### src/cache_pkg.sv
package cache_pkg;

    // address split is tag[19:0] | index[7:0] | offset[3:0]
    typedef logic [7:0]   index_t;
    typedef logic [19:0]  tag_t;
    typedef logic [3:0]   offset_t;
    typedef logic [1:0]   bank_t;
    typedef logic [31:0]  word_t;
    typedef logic [127:0] line_t;
    typedef logic [3:0]   wstrb_t;
    typedef logic         way_t;

    localparam int WAYS  = 2;
    localparam int BANKS = 4;
    localparam int SETS  = 256;

    // request as held by the controller during lookup and miss handling
    typedef struct packed {
        logic    op;
        index_t  index;
        tag_t    tag;
        offset_t offset;
        wstrb_t  wstrb;
        word_t   wdata;
    } cpu_req_t;

    // tag store answer for the registered index
    typedef struct packed {
        logic hit;
        way_t hit_way;
        way_t victim_way;
        logic victim_dirty;
        tag_t victim_tag;
    } lookup_t;

    // one pending bank write
    typedef struct packed {
        way_t   way;
        index_t index;
        bank_t  bank;
        wstrb_t wstrb;
        word_t  wdata;
    } wbuf_t;

    typedef enum logic [4:0] {
        IDLE      = 5'b00001,
        LOOKUP    = 5'b00010,
        WRITEBACK = 5'b00100,
        REPLACE   = 5'b01000,
        REFILL    = 5'b10000
    } main_state_t;

    typedef enum logic [1:0] {
        WB_IDLE  = 2'b01,
        WB_WRITE = 2'b10
    } wbuf_state_t;

endpackage

### src/cache_ctrl.sv
module cache_ctrl import cache_pkg::*; (
    input  logic        clk,
    input  logic        resetn,
    // cpu side
    input  logic        valid,
    input  cpu_req_t    req,
    output logic        addr_ok,
    output logic        data_ok,
    output word_t       rdata,
    // tag and data stores
    output index_t      rd_index,
    output tag_t        req_tag,
    input  lookup_t     lookup,
    input  line_t       way0_line,
    input  line_t       way1_line,
    output logic        touch,
    output way_t        touch_way,
    output logic        fill,
    output way_t        fill_way,
    output logic        fill_dirty,
    output logic        set_dirty,
    output way_t        set_dirty_way,
    output logic        wbuf_en,
    output wbuf_t       wbuf,
    output logic        beat_en,
    output way_t        beat_way,
    output index_t      beat_index,
    output bank_t       beat_bank,
    output word_t       beat_data,
    // memory bus
    output logic        rd_req,
    output logic [31:0] rd_addr,
    input  logic        rd_rdy,
    input  logic        ret_valid,
    input  logic        ret_last,
    input  word_t       ret_data,
    output logic        wr_req,
    output logic [31:0] wr_addr,
    output line_t       wr_data,
    input  logic        wr_rdy
);

    main_state_t state;
    main_state_t state_next;
    wbuf_state_t wb_state;
    wbuf_state_t wb_state_next;
    cpu_req_t    req_q;
    bank_t       req_bank;
    logic        in_lookup;
    logic        store_hit;
    logic        refill_done;
    logic        wb_load;
    way_t        victim_way_q;
    tag_t        victim_tag_q;
    line_t       victim_line_q;
    bank_t       beat_cnt;
    word_t       refill_word;
    logic        refill_ok;
    line_t       hit_line;

    assign req_bank    = req_q.offset[3:2];
    assign in_lookup   = state == LOOKUP;
    assign store_hit   = in_lookup && lookup.hit && req_q.op;
    assign refill_done = state == REFILL && ret_valid && ret_last;
    // store hit or store miss merge once the line is back
    assign wb_load     = store_hit || (refill_done && req_q.op);

    // a new request may follow a load hit directly
    assign addr_ok = valid && wb_state == WB_IDLE &&
                     (state == IDLE || (in_lookup && lookup.hit && !req_q.op));

    always_comb
    begin
        state_next = state;
        case (state)
            IDLE:
            begin
                if (addr_ok)
                    state_next = LOOKUP;
            end
            LOOKUP:
            begin
                if (lookup.hit)
                    state_next = addr_ok ? LOOKUP : IDLE;
                else if (lookup.victim_dirty)
                    state_next = WRITEBACK;
                else
                    state_next = REPLACE;
            end
            WRITEBACK:
            begin
                if (wr_rdy)
                    state_next = REPLACE;
            end
            REPLACE:
            begin
                if (rd_rdy)
                    state_next = REFILL;
            end
            REFILL:
            begin
                if (ret_valid && ret_last)
                    state_next = IDLE;
            end
            default:
            begin
                state_next = IDLE;
            end
        endcase
    end

    assign wb_state_next = wb_load ? WB_WRITE : WB_IDLE;

    always_ff @(posedge clk)
    begin
        if (!resetn)
        begin
            state     <= IDLE;
            wb_state  <= WB_IDLE;
            refill_ok <= 1'b0;
            beat_cnt  <= '0;
        end
        else
        begin
            state     <= state_next;
            wb_state  <= wb_state_next;
            // load miss answers the cycle after the last beat
            refill_ok <= refill_done && !req_q.op;
            if (refill_done)
                beat_cnt <= '0;
            else if (beat_en)
                beat_cnt <= beat_cnt + 2'd1;
        end
    end

    always_ff @(posedge clk)
    begin
        if (addr_ok)
            req_q <= req;
        // victim line read out during lookup and kept for the write-back
        if (in_lookup && !lookup.hit)
        begin
            victim_way_q  <= lookup.victim_way;
            victim_tag_q  <= lookup.victim_tag;
            victim_line_q <= lookup.victim_way ? way1_line : way0_line;
        end
        if (beat_en && beat_cnt == req_bank)
            refill_word <= ret_data;
        if (wb_load)
        begin
            wbuf.way   <= store_hit ? lookup.hit_way : victim_way_q;
            wbuf.index <= req_q.index;
            wbuf.bank  <= req_bank;
            wbuf.wstrb <= req_q.wstrb;
            wbuf.wdata <= req_q.wdata;
        end
    end

    // stores read at the port index in an accepting cycle
    assign rd_index = addr_ok ? req.index : req_q.index;
    assign req_tag  = req_q.tag;

    assign hit_line = lookup.hit_way ? way1_line : way0_line;
    assign rdata    = refill_ok ? refill_word : hit_line[32*req_bank +: 32];
    // stores are answered in lookup whether they hit or not
    assign data_ok  = (in_lookup && (req_q.op || lookup.hit)) || refill_ok;

    assign touch         = in_lookup && lookup.hit;
    assign touch_way     = lookup.hit_way;
    assign set_dirty     = store_hit;
    assign set_dirty_way = lookup.hit_way;
    assign fill          = refill_done;
    assign fill_way      = victim_way_q;
    assign fill_dirty    = req_q.op;

    assign wbuf_en    = wb_state == WB_WRITE;
    assign beat_en    = state == REFILL && ret_valid;
    assign beat_way   = victim_way_q;
    assign beat_index = req_q.index;
    assign beat_bank  = beat_cnt;
    assign beat_data  = ret_data;

    assign rd_req  = state == REPLACE;
    assign rd_addr = {req_q.tag, req_q.index, 4'b0};
    assign wr_req  = state == WRITEBACK;
    assign wr_addr = {victim_tag_q, req_q.index, 4'b0};
    assign wr_data = victim_line_q;

endmodule

### config.mk
export PLATFORM = sky130hd
export DESIGN_NAME = cache_ctrl
export DESIGN_NICKNAME = d
export VERILOG_FILES = /design/src/cache_pkg.sv /design/src/cache_ctrl.sv
export SDC_FILE = /design/constraint.sdc
export NUM_CORES = 1
export LEC_CHECK = 0
export ABC_AREA = 1
export BUFFER_PORTS_ARGS = -buffer_cell sky130_fd_sc_hd__buf_2
export CAP_MARGIN = 20
export CELL_PAD_IN_SITES_DETAIL_PLACEMENT = 1
export CELL_PAD_IN_SITES_GLOBAL_PLACEMENT = 2
export CORE_AREA = 5 5 286 288
export CTS_BUF_LIST = sky130_fd_sc_hd__clkbuf_4 sky130_fd_sc_hd__clkbuf_8 sky130_fd_sc_hd__clkbuf_16
export DETAILED_ROUTE_END_ITERATION = 10
export DIE_AREA = 0 0 291 293
export PLACE_DENSITY_LB_ADDON = 0.1
export SYNTH_ARGS = -nofsm -noshare
export SYNTH_HDL_FRONTEND = slang
export SYNTH_SLANG_ARGS = --single-unit
### constraint.sdc
create_clock -name clk -period 10.3 [get_ports clk]
set_clock_uncertainty 0.05 [all_clocks]
set_input_delay 1.03 -clock clk [delete_from_list [all_inputs] [get_ports clk]]
set_output_delay 1.03 -clock clk [all_outputs]
set_load 0.1 [all_outputs]
Yosys cells after proc, flatten, opt, wreduce, memory -nomap -nowiden
Cells that the tools add are included.
{ "op_classes": {"n_shift": 1, "add_sub_neg": 1, "eq_ne": 12, "n_mux": 14, "n_reduce_logical": 21, "bitwise": 1} }
{ "ops": {"columns": ["op", "count"], "rows": [
  ["128-bit 2-to-1 mux", 2],
  ["128-bit by 8-bit indexed part select with 32-bit output", 1],
  ["32-bit 2-to-1 mux", 1],
  ["5-bit one-hot mux with 5 select lines", 1],
  ["5-bit 2-to-1 mux", 4],
  ["1-bit logical AND", 13],
  ["4-bit 2-to-1 mux", 2],
  ["8-bit 2-to-1 mux", 1],
  ["2-bit by 1-bit inequality test with 1-bit output (second input constant)", 3],
  ["5-bit by 1-bit equality test with 1-bit output (second input constant)", 1],
  ["5-bit by 2-bit equality test with 1-bit output (second input constant)", 1],
  ["5-bit by 3-bit equality test with 1-bit output (second input constant)", 1],
  ["5-bit by 4-bit equality test with 1-bit output (second input constant)", 1],
  ["5-bit equality test (second input constant)", 1],
  ["1-bit logical OR", 4],
  ["2-bit 2-to-1 mux", 2],
  ["4-bit AND reduction", 1],
  ["2-bit by 1-bit adder with 2-bit output (second input constant)", 1],
  ["2-bit by 1-bit equality test with 1-bit output (second input constant)", 1],
  ["2-bit equality test", 1],
  ["2-bit equality test (second input constant)", 1],
  ["1-bit logical NOT", 2],
  ["2-bit inequality test (second input constant)", 1],
  ["2-bit OR reduction", 1],
  ["2 further kinds", 2]
]} }
{ "word_totals": {"ff_bits": 307, "out_inout_bits": 355, "inputBits": 388} }

Depth between registers and ports, before layout
Gate-level depths: netlist of the first run.
{ "depth": {"word_depth": 8, "mapped_depth": 11, "mapped_depth_nobuf": 10} }

Least setup slack after synthesis of the first run
OpenSTA, ideal clock, no wires.
{ "synth_timing": {"kind": "input -> register", "startpoint": "input lookup[23] (netlist name)", "endpoint": "register victim_way_q, in the netlist beat_way (enable)", "path_buffers": 0, "slack_ps": 2358, "stages": 1, "t_arrival_ps": 7230, "path_cell_list": "nor2_1"} }
{ "synth_via": {"elab_chain_cells": 2} }
{ "synth_lines": {"columns": ["item", "line", "source"], "rows": [
  ["start, declared", "cache_ctrl.sv:13", "input lookup_t lookup,"],
  ["1-bit logical NOT", "cache_ctrl.sv:141", "if (in_lookup && !lookup.hit)"],
  ["1-bit logical AND", "cache_ctrl.sv:141", null],
  ["end signal, assigned", "cache_ctrl.sv:143", "victim_way_q <= lookup.victim_way;"],
  ["end, declared", "cache_ctrl.sv:53", "way_t victim_way_q;"]
]} }
Every way passes these cells.
A chain may end at the register's enable or synchronous reset.

Final worst setup path of the first run
{ "layout_timing": {"startpoint": "register req_q, in the netlist req_bank[0]", "endpoint": "output rdata[7]"} }
{ "layout_via": {"elab_chain_cells": 2} }
{ "layout_lines": {"columns": ["item", "line", "source"], "rows": [
  ["start, declared", "cache_ctrl.sv:47", "cpu_req_t req_q;"],
  ["start signal, assigned", "cache_ctrl.sv:139", "req_q <= req;"],
  ["128-bit by 8-bit indexed part select with 32-bit output", "cache_ctrl.sv:164", "assign rdata = refill_ok ? refill_word : hit_line[32*req_bank +: 32];"],
  ["32-bit 2-to-1 mux", "cache_ctrl.sv:164", null],
  ["end, declared", "cache_ctrl.sv:9", "output word_t rdata,"]
]} }
Every way passes these cells.

==> results of run 1 <==
where the power goes:
part | leakage [nW] | switching [W] | total, W | internal [W]
clock network | 0.656 | 0.000594 | 0.00144 | 0.000846
logic | 5.36 | 0.000701 | 0.000860 | 0.000159
registers | 2.78 | 0.0000146 | 0.00142 | 0.00141
synthesized netlist by cell type:
cell | n | share of area
inv_1 | 153 | 0.039
inv_4 | 1 | 0.00042
nor2_1 | 23 | 0.0058
o21ai_0 | 177 | 0.060
buf_1 | 10 | 0.0025
edfxtp_1 | 295 | 0.60
buf_4 | 110 | 0.056
nand3_1 | 100 | 0.034
buf_2 | 28 | 0.0095
a21oi_1 | 71 | 0.024
nand4_1 | 3 | 0.0013
nor3b_1 | 1 | 0.00051
nor2_2 | 1 | 0.00042
inv_2 | 1 | 0.00025
o211ai_2 | 53 | 0.045
xor2_1 | 1 | 0.00059
conb_1 | 1 | 0.00025
dfxtp_1 | 10 | 0.014
buf_6 | 15 | 0.011
clkbuf_1 | 28 | 0.0071
nor3_1 | 2 | 0.00068
o211ai_1 | 11 | 0.0056
nand2_1 | 291 | 0.074
nor3_2 | 1 | 0.00068
nor4_1 | 1 | 0.00042
o21ai_1 | 14 | 0.0047
nand2_2 | 10 | 0.0042
clkinv_1 | 1 | 0.00025
metrics by stage:
step / std cells / worst slack [ps] / instance area (um2) / total power (W) / hold slack [ps]
after floorplan: 1420 / 2360 / 14800 / 0.00214 / 350
after global placement: 3024 / 5520 / 18700 / 0.00232 / 351
after detailed placement: 3025 / 5500 / 18700 / 0.00233 / 356
after CTS: 3099 / 5320 / 20000 / 0.00381 / 363
after global routing: 3103 / 5230 / 20000 / 0.00390 / 370
final: 3113 / 5440 / 20100 / 0.00372 / 367
area by class of cell:
type,instances,share of cell area
flip-flops and latches,305,0.452
multi-input cells,768,0.195
repair buffers,746,0.190
well taps,1050,0.0655
clock buffers,50,0.0554
inverters,156,0.0298
clock inverters,24,0.0108
diodes,14,0.00175
logic make-up (layout without fill, tap and decap cells):
kind of cell,Yosys count,in the layout,synth area share
and+or+nand+nor,433,433,0.122
AOI/OAI and AO/OA,326,326,0.139
buffers and inverters,347,976,0.126
other,1,22,0.000253
xor gates and xnor gates,1,1,0.000592
DFF,305,305,0.612
registers in the layout, summed over array words and instances, names as in the netlist:
name          count
refill_word      32
req_q            36
req_bank          2
victim_tag_q     20
wb_state          2
beat_way          1
req_tag          20
state             5
beat_bank         2
wr_data         128
fill_dirty        1
refill_ok         1
wbuf             47
beat_index        8
routing by layer:
layer	wire length, um	part of all wire
met1	27400	0.38
met5	235	0.0033
met3	5860	0.082
met2	36600	0.51
met4	1410	0.020
final timing paths:
check / from / endpoint / slack, ps / depth (start not counted)
max: req_bank[0]$_DFFE_PP_ / rdata[7] / 5440 / 7
min reg2reg: req_q[9]$_DFFE_PP_ / wbuf[9]$_DFFE_PN_ / 370 / 0
min: req_q[9]$_DFFE_PP_ / wbuf[9]$_DFFE_PN_ / 370 / 0
max reg2reg: state[0]$_SDFFE_PN1P_ / req_tag[10]$_DFFE_PP_ / 7480 / 8
worst max-delay path, cell delays in order (launching register included):
cell and delay, ps:
edfxtp_1 610, inv_6 690, buf_4 760, o211ai_2 180, nand3_1 150, nand3_1 90, nand2_1 60, buf_2 480
==> impl_summary.md, run 1 <==
Run status
The flow ran to the end, and the final reports show no timing, DRC or antenna violations.

Run
The total of max-cap violations is 0.

Worst setup path
The category of the worst setup path capture point is an output port. The worst setup path category is flip-flop to output port. The critical path launch point type is a flip-flop.

The data required time at the worst endpoint is 9220 ps. The data arrival time at the worst-slack endpoint is 3780 ps. The largest fanout on the critical path is 71.

Final layout
The share of post-route cells with drive strength above 1 is 0.430. The total area of multi-input combinational cells is 3910 um2. The sequential cell area is 9060 um2.

The library cells used most frequently in the layout, excluding fill and tap cells, are buf_2 (731), edfxtp_1 (295), nand2_1 (291). The area added between synthesis and finish is 35.6%. After the last flow step, the layout net total stands at 2,407. The filler cells instantiated in the layout total 9,182.

The most frequent standard cell in the layout excluding fill and tap cells is buf_2. For this run, the share of the core covered by cells in the final layout is 0.255.

Die
The height of the die is 293 um. The number of primary I/O pins is 743. The row count is 103. The die covers 85,300 um2. The core box area is 78,600 um2. The initial cell density of the core is 0.188. The floorplan step set the die width to 291 um.

Clock tree
The later-pin clock latency in the skew report is 570 ps. Once the clock tree was built, the resizer swapped 0 gates to a different size. The CTS sink count is 305. In this run the deepest clock path goes through 3 buffers. Once the clock tree was built, the setup fixing pass inserted 0 buffers. For this design, the CTS-stage hold fixing added 0 buffers. After clock tree synthesis, the clock-pin slew on the worst setup and hold paths is 60 ps. The cell at the root of the clock tree is clkbuf_16. TritonCTS built the clock tree. The TritonCTS buffer count is 42. The H-tree was split into 2 levels.

Detailed routing
After detailed routing, the number of remaining DRC violations is 0. The initial DRC count is 445. The post-detailed-route count of antenna-violating nets is 0. The sum of routed wire length over all layers is 71,500 um.

The pre-antenna-repair detailed-routing pass consisted of 4 iterations. The overall via count from detail_route is 12,600. Using the TritonRoute via totals, the vias-per-cell ratio works out to 4.06.

The post-detailed-route wirelength per cell is 23.0 um.

Global routing
The overall track demand over capacity in global routing is 0.158. The met1 routing resource usage after global routing is 0.175. Entering global routing, the biggest net connects 166 pins. The global routing stage identified its most utilized layer as met2. The initial antenna violation count is 45. For this run the aggregate overflow at the end of global routing stands at 0.

The first global-routing pass estimated 98,600 um of wire. The via count of the first global-routing pass is 13,300. The met3 track demand over resource in global routing is 0.0618. The met2 global-route usage is 0.286.

Timing
The final setup violation count is 0. For the pin with the worst max-slew slack, the measured transition is 925 ps. Adding up every negative setup slack in the final design gives 0 ps.

The number of endpoints with negative hold slack in the final report was 0. The shortest clock period the worst path allows after layout is 4860 ps. Measured against its own limit, the worst slew margin works out to 0.383. In the finished design, the share of the clock period the worst path needs comes to 0.472. The number of pins with negative max-slew slack in the final report is 0. The highest clock rate is 206 MHz.

Setup repair after global routing left no endpoint under its margin.

Placement
The placed wire-length estimate is 53,800 um. The congestion estimate from routability-driven global placement came to 0.774. The number of port buffers is 732.

Logic synthesis
The average footprint of a synthesized cell is 10.5 um2. The count of warnings emitted by yosys is 0. The number of distinct library cell variants in the gate-level netlist after synthesis is 28. The number of storage elements in the synthesis netlist is 305. The share of the yosys chip area belonging to registers is 0.612. The cell area after synthesis is 14,800 um2. Synthesis produced a netlist whose cell count is 1,413.

Power
The power per standard cell area is 186 nW/um2. The analysis attributes to cell leakage a power of 8.79 nW. The maximum ir drop on the vdd rail is 0.0875 mV.

Min path
The tightest min-delay check is of the flip-flop to flip-flop type.
Power figures use the tool's default switching activity.
==> run 2, diff against run 1 <==
- clock period: 10.3 -> 4 ns (I/O delays scaled with it)
==> run 2 against run 1 <==
Effect of this change: final area increased by 6.6%; sequential power increased to 2.6 times the previous value; routed wire length increased by 0.50%; combinational power increased to 2.7 times the previous value; sequential cell count unchanged; highest routed layer unchanged.
==> impl_summary.md, run 2 (synthesized netlist as in run 1, its figures left out) <==
Placement
The congestion estimate from routability-driven global placement came to 0.778. The number of placed instances, taps included is 3,041. Buffers placed on the I/O ports in this run total 732. The total placed instance area is 18,900 um2. Summed over all nets, the half-perimeter wirelength after detailed placement is 54,600 um.

Clock tree
CTS saw 305 sinks. The TritonCTS buffer count is 42. The clock passes through at most 3 buffers.

The cell at the root of the clock tree is clkbuf_16. The later-pin clock latency in the skew report is 550 ps. The maximum level of the CTS H-tree is 2. The CTS tree is yes. The clock transition at the registers of the reported paths is 60 ps.

The number of gates resized after CTS was 0.

Detailed routing
Wires add up to 71,900 um. The number of remaining DRC errors is 0. After detailed routing, the number of vias per cell comes to 4.03.

After detailed routing, the met2 layer carries 36,900 um of wire. The first TritonRoute pass finished after 4 iterations. The detail route stage leaves a number of antenna-violating nets equal to 0. After detailed routing, no signal wire sits above met5. The overall via count from detail_route is 13,100. The post-detailed-route wirelength per cell is 22.2 um.

The sum of met3 wire segment lengths after detailed routing is 6040 um. The post-route met1 wirelength is 27,000 um. The initial DRC count is 404.

Worst setup path
The data arrival time at the worst-slack endpoint is 3000 ps. Along the worst path, the maximum fanout reaches 59. The critical path is of the flip-flop to output port type.

STA classifies the critical path endpoint as an output port. The critical path launch point type is a flip-flop. For the worst setup path, the data required time is 3550 ps.

Global routing
The pin count of the biggest net entering global routing is 105. The via count of the first global-routing pass is 14,000. The overall track demand over capacity in global routing is 0.160. Global routing finished with a remaining overflow of 0. The initial antenna violation count came to 41. The first global-routing pass estimated 101,000 um of wire.

Power
The maximum ir drop on the vdd rail is 0.194 mV. In this run the power spent charging and discharging nets is 0.00334 W. The switching share of total power is 0.350. The power share of the combinational group is 0.242.

The design internal power is 0.00622 W. The leakage power is 9.35 nW. The share of total power dissipated in the clock network is 0.374. The share of total power dissipated in sequential elements is 0.384. The power per standard cell area is 448 nW/um2.

Final layout
The number of flip-flops in the largest register is 128. Summing all non-filler instances in the final layout gives an area of 21,400 um2. The library cells used most frequently in the layout, excluding fill and tap cells, are buf_2 (731), edfxtp_1 (295), nand2_1 (291). The number of filler instances in the final layout is 9,249. The final net count is 2,539. The most frequent standard cell in the layout excluding fill and tap cells is buf_2.

The share of post-route cells with drive strength above 1 is 0.412. The area added between synthesis and finish is 44.5%. For this run, the number of standard cells in the final layout without fillers is 3,246.

Timing
Summed over all failing endpoints, the final setup total negative slack is 0 ps. The number of pins with negative max-slew slack in the final report was 0. The number of endpoints with negative hold slack in the final report is 0. Measured against its own limit, the worst slew margin works out to 0.389. The share of the clock period used by the worst path after layout is 0.862.

Timing would allow up to 290 MHz. The shortest clock period the worst path allows after layout is 3450 ps. Setup violations remaining at the end of the flow were counted as 0. Setup repair after global routing left no endpoint under its margin.

For the pin with the worst max-slew slack, the measured transition is 914 ps.

Die
The floorplan step defined a die boundary enclosing 85,300 um2. The row count is 103. The number of primary I/O pins is 743. The floorplan step set the die width to 291 um. The initial cell density of the core is 0.188.

The height of the die is 293 um. The floorplan step defined a core boundary enclosing 78,600 um2.

Run status
The flow ran to the end, and the final reports show no timing, DRC or antenna violations.

Min path
The path class of the tightest hold or removal check is input port to flip-flop.

Run
The total of max-cap violations is 0.
-- run 2: cell types whose count changed in the layout (fill, tap and decap cells not counted), moves of 2 or more --
cell / change
dlygate4sd3_1: +116
buf_4: +10
buf_12: +6
diode_2: +4
clkbuf_4: +3
clkinv_1: -3
bufinv_16: -2
-- run 2: metrics by stage --
step                utilization  hold slack [ps]  worst slack [ps]  total power (W)
floorplan                     -              350               315          0.00550
global placement          0.240              351              1020          0.00599
detailed placement        0.240              356               998          0.00600
CTS                       0.271            0.377               401          0.00977
global route              0.272             18.3               332           0.0100
finish                    0.272             47.5               551          0.00957
-- run 2: routing by layer --
metal | global-route usage | up-vias
met5 | 0 | -
met4 | 0.0397 | 40
met3 | 0.0629 | 122
met2 | 0.292 | 461
met1 | 0.175 | 6221
li1 | - | 6238
-- run 2: cell type report --
class,instances,area [um2],share of cell area
sequential,305,9060,0.424
clock buffer,54,1160,0.0542
clock inverter,17,111,0.00521
inverter,156,599,0.0280
multi-input combinational,768,3920,0.183
antenna,18,45.0,0.00211
tap,1050,1310,0.0615
timing repair buffer,878,5170,0.242
-- run 2: timing repair --
| item | in CTS | in global routing |
|---|---|---|
| hold buffers | 115 | 1 |
| hold endpoints to repair | 115 | 1 |
| buffers inserted | 0 | 0 |
-- run 2: worst max-delay path: stages (launching register included) --
cell	delay (ps)
edfxtp_1	600
inv_6	600
buf_12	290
o211ai_2	120
nand3_1	100
nand3_1	90
nand2_1	70
buf_2	440
-- run 2: path summary, 6_finish.rpt --
kind	end	slack, ps	startpoint	depth (start not counted)
max reg2reg	req_tag[10]$_DFFE_PP_	1230	state[2]$_SDFFE_PN0P_	6
min reg2reg	wbuf[13]$_DFFE_PN_	370	req_q[13]$_DFFE_PP_	0
max	rdata[27]	550	req_bank[0]$_DFFE_PP_	7
min	refill_word[0]$_DFFE_PP_	50	ret_data[0]	1
-- run 2: power groups by stage --
stage               Clock (W)  Combinational (W)  Sequential, W
floorplan                   0            0.00159        0.00391
global placement            0            0.00226        0.00374
CTS                   0.00374            0.00236        0.00367
global route          0.00388            0.00246        0.00368
finish                0.00358            0.00232        0.00367
detailed placement          0            0.00226        0.00374
==> run 3, diff against run 2 <==
- clock period: 4 -> 3.1 ns (I/O delays scaled with it)
==> run 3 against run 2 <==
Effect of this change: combinational power grew 50%; via count grew 4.5%; routed wire length grew 5.0%; register-to-register slack lost 370 ps; cell count grew 4.5%; sequential power grew 29%; critical path type unchanged; highest routed layer unchanged.
==> impl_summary.md, run 3 (synthesized netlist as in run 1, its figures left out) <==
Run status
The run finished with clean final reports.

Global routing
The met2 global-route usage is 0.305. For this run, global-route usage on met3 was measured as 0.0538. The pin count of the biggest net entering global routing is 101. The layer carrying the most global-route usage is met2. For this run, the total global-route usage over all layers was measured as 0.167. Global routing finished with a remaining overflow of 0. The initial antenna violation count is 30. The via count of the first global-routing pass is 14,600.

The met1 routing resource usage after global routing is 0.193. The first global-routing pass estimated 105,000 um of wire.

Timing
Setup repair after global routing left no endpoint under its margin. Across all setup checks in the final design, the least slack found is 211 ps. The transition time of the tightest slew-check pin is 685 ps. The share of the clock period used by the worst path after layout is 0.932.

The number of pins with negative max-slew slack in the final report was 0. Headroom to the max-slew limit came out at 0.543. The number of endpoints with negative hold slack in the final report is 0. After layout, the minimum clock period comes to 2890 ps. On the final layout, the worst hold slack is 35.1 ps. The highest clock rate is 346 MHz. Setup total negative slack on the finished layout was measured at 0 ps. Setup violations remaining at the end of the flow were counted as 0.

Worst setup path
The critical path launch point type is a flip-flop. In this run the worst path has a maximum fanout of 16. The critical path contains buffers and inverters numbering 3 combined.

The data arrival time at the worst-slack endpoint is 2530 ps. The data required time at the worst endpoint is 2740 ps. The signal on the critical path passes through clkinv_1, buf_12, nand3_1, nand3_1, nand2_1, buf_12. The category of cells accounting for the largest share of critical-path delay is buffers and inverters. The category of the worst setup path capture point is an output port. The critical path is of the flip-flop to output port type. The largest individual stage delay along the critical path comes from the cell clkinv_1. For this run, the slowest stage of the critical path takes 490 ps.

Placement
Prior to clock tree synthesis, the placed netlist has a worst setup slack of 601 ps. The routability congestion estimate is 0.809. Summed over all nets, the half-perimeter wirelength after detailed placement is 57,200 um. The number of port buffers is 732.

Summing all placed instances gives a cell area of 19,500 um2.

Die
The initialized floorplan defines 103 standard-cell rows. The core box area is 78,600 um2. The width of the die is 291 um. The die is 293 um tall. 743 I/O pins were placed.

The die covers 85,300 um2. For this configuration, the core starts out at a cell density of 0.188.

Final layout
Summing all non-filler instances in the final layout gives an area of 23,600 um2. The share of post-route cells with drive strength above 1 is 0.389. The area added between synthesis and finish is 59.2%. The number of flip-flops in the largest register is 128. Summing all multi-input logic gate instances after layout gives 3940 um2. The filler cells instantiated in the layout total 9,067. In the final design database the tool counted 2,690 nets.

Leaving out fill and tap cells, the most frequent cell in the layout is buf_2. In the layout the commonest cells are buf_2 (698), edfxtp_1 (295), nand2_1 (290). Summing all flip-flop and latch instances after layout gives 9060 um2.

Detailed routing
The sum of routed wire length over all layers is 75,500 um. After detailed routing, the number of remaining DRC violations is 0. The first routing iteration left 448 violations. For this block, the via count after detailed routing is 13,700. The post-detailed-route count of antenna-violating nets is 0. The first detailed-routing pass took 4 iterations. In the final routed layout, each cell accounts on average for 22.3 um. The post-detailed-route via-to-cell ratio is 4.03.

Power
IR analysis of the VDD net gives a maximum drop of 0.348 mV. The share of total power dissipated in the clock network is 0.374. The switching share of total power is 0.345. The power per standard cell area is 559 nW/um2. The total power of the final layout is 0.0132 W. In this run the power spent charging and discharging nets is 0.00454 W. Of the total power, combinational logic draws 0.265. Cell internal power was estimated by the tool at 0.00861 W.

The leakage power is 10.2 nW. The portion of total power attributed to sequential cells is 0.360.

Clock tree
The CTS tree is yes. The clock drives 305 sinks. The clock reaches the later pin of the worst-skew pair after 580 ps. The clock transition at the registers of the reported paths is 60 ps. The maximum level of the CTS H-tree is 2. TritonCTS created 42 clock buffers. The cell at the root of the clock tree is clkbuf_16. Counting along the longest clock path gives a buffer depth of 3.

Run
The total of max-cap violations is 0.

Min path
The path class of the tightest hold or removal check is input port to flip-flop.
-- run 3: changes by cell type in the layout (fill, tap and decap cells not counted), moves of 3 or more --
| cell | before | now |
|---|---|---|
| bufinv_16 | 1 | 5 |
| buf_12 | 9 | 46 |
| diode_2 | 18 | 15 |
| dlygate4sd3_1 | 116 | 264 |
| buf_2 | 731 | 698 |
-- run 3: final timing paths --
path | slack [ps] | cells after the start | startpoint | to
max | 210 | 6 | req_bank[1]$_DFFE_PP_ | rdata[12]
min | 40 | 3 | way0_line[59] | wr_data[59]$_DFFE_PP_
max reg2reg | 860 | 8 | state[1]$_SDFFE_PN0P_ | state[2]$_SDFFE_PN0P_
min reg2reg | 350 | 0 | req_q[4]$_DFFE_PP_ | wbuf[4]$_DFFE_PN_
-- run 3: power groups by stage --
stage / sequential [W] / combinational [W] / clock [W]
floorplan: 0.00504 / 0.00206 / 0
global placement: 0.00482 / 0.00323 / 0
detailed placement: 0.00483 / 0.00324 / 0
CTS: 0.00474 / 0.00354 / 0.00515
global route: 0.00475 / 0.00369 / 0.00529
finish: 0.00474 / 0.00349 / 0.00492
-- run 3: area by class of cell --
type | instances | share of cell area
antenna | 15 | 0.00159
clock buffer | 53 | 0.0481
clock inverter | 17 | 0.00946
inverter | 156 | 0.0265
multi-input combinational | 768 | 0.167
sequential | 305 | 0.385
tap | 1050 | 0.0558
timing repair buffer | 1028 | 0.306
timing repair inverter | 1 | 0.000372
-- run 3: worst register-to-register path, cell delays in order, from the launching register on --
cell and delay (ps):
dfxtp_1 370, nand2_1 80, nor2_2 130, nand2_2 130, nor2_4 200, buf_12 380
nand2_1 150, a21oi_1 130, dlygate4sd3_1 550
-- run 3: repair_timing --
action,CTS,global route
hold buffers,264,0
setup endpoints to repair,2,7
gates resized for setup,2,2
endpoints found under the hold margin,237,0
setup buffers,0,1
gates cloned,0,1
-- run 3: stage by stage --
stage | cells | utilization
4_1_cts | 3377 | 0.299
5_1_grt | 3385 | 0.299
2_1_floorplan | 1420 | -
3_5_place_dp | 3043 | 0.248
6_report | 3393 | 0.300
3_3_place_gp | 3043 | 0.248
-- run 3: metal layers --
layer | vias to the layer above | routed length [um]
met2 | 440 | 39000
met1 | 6582 | 29600
li1 | 6544 | -
met5 | - | 122
met4 | 22 | 1260
met3 | 88 | 5570
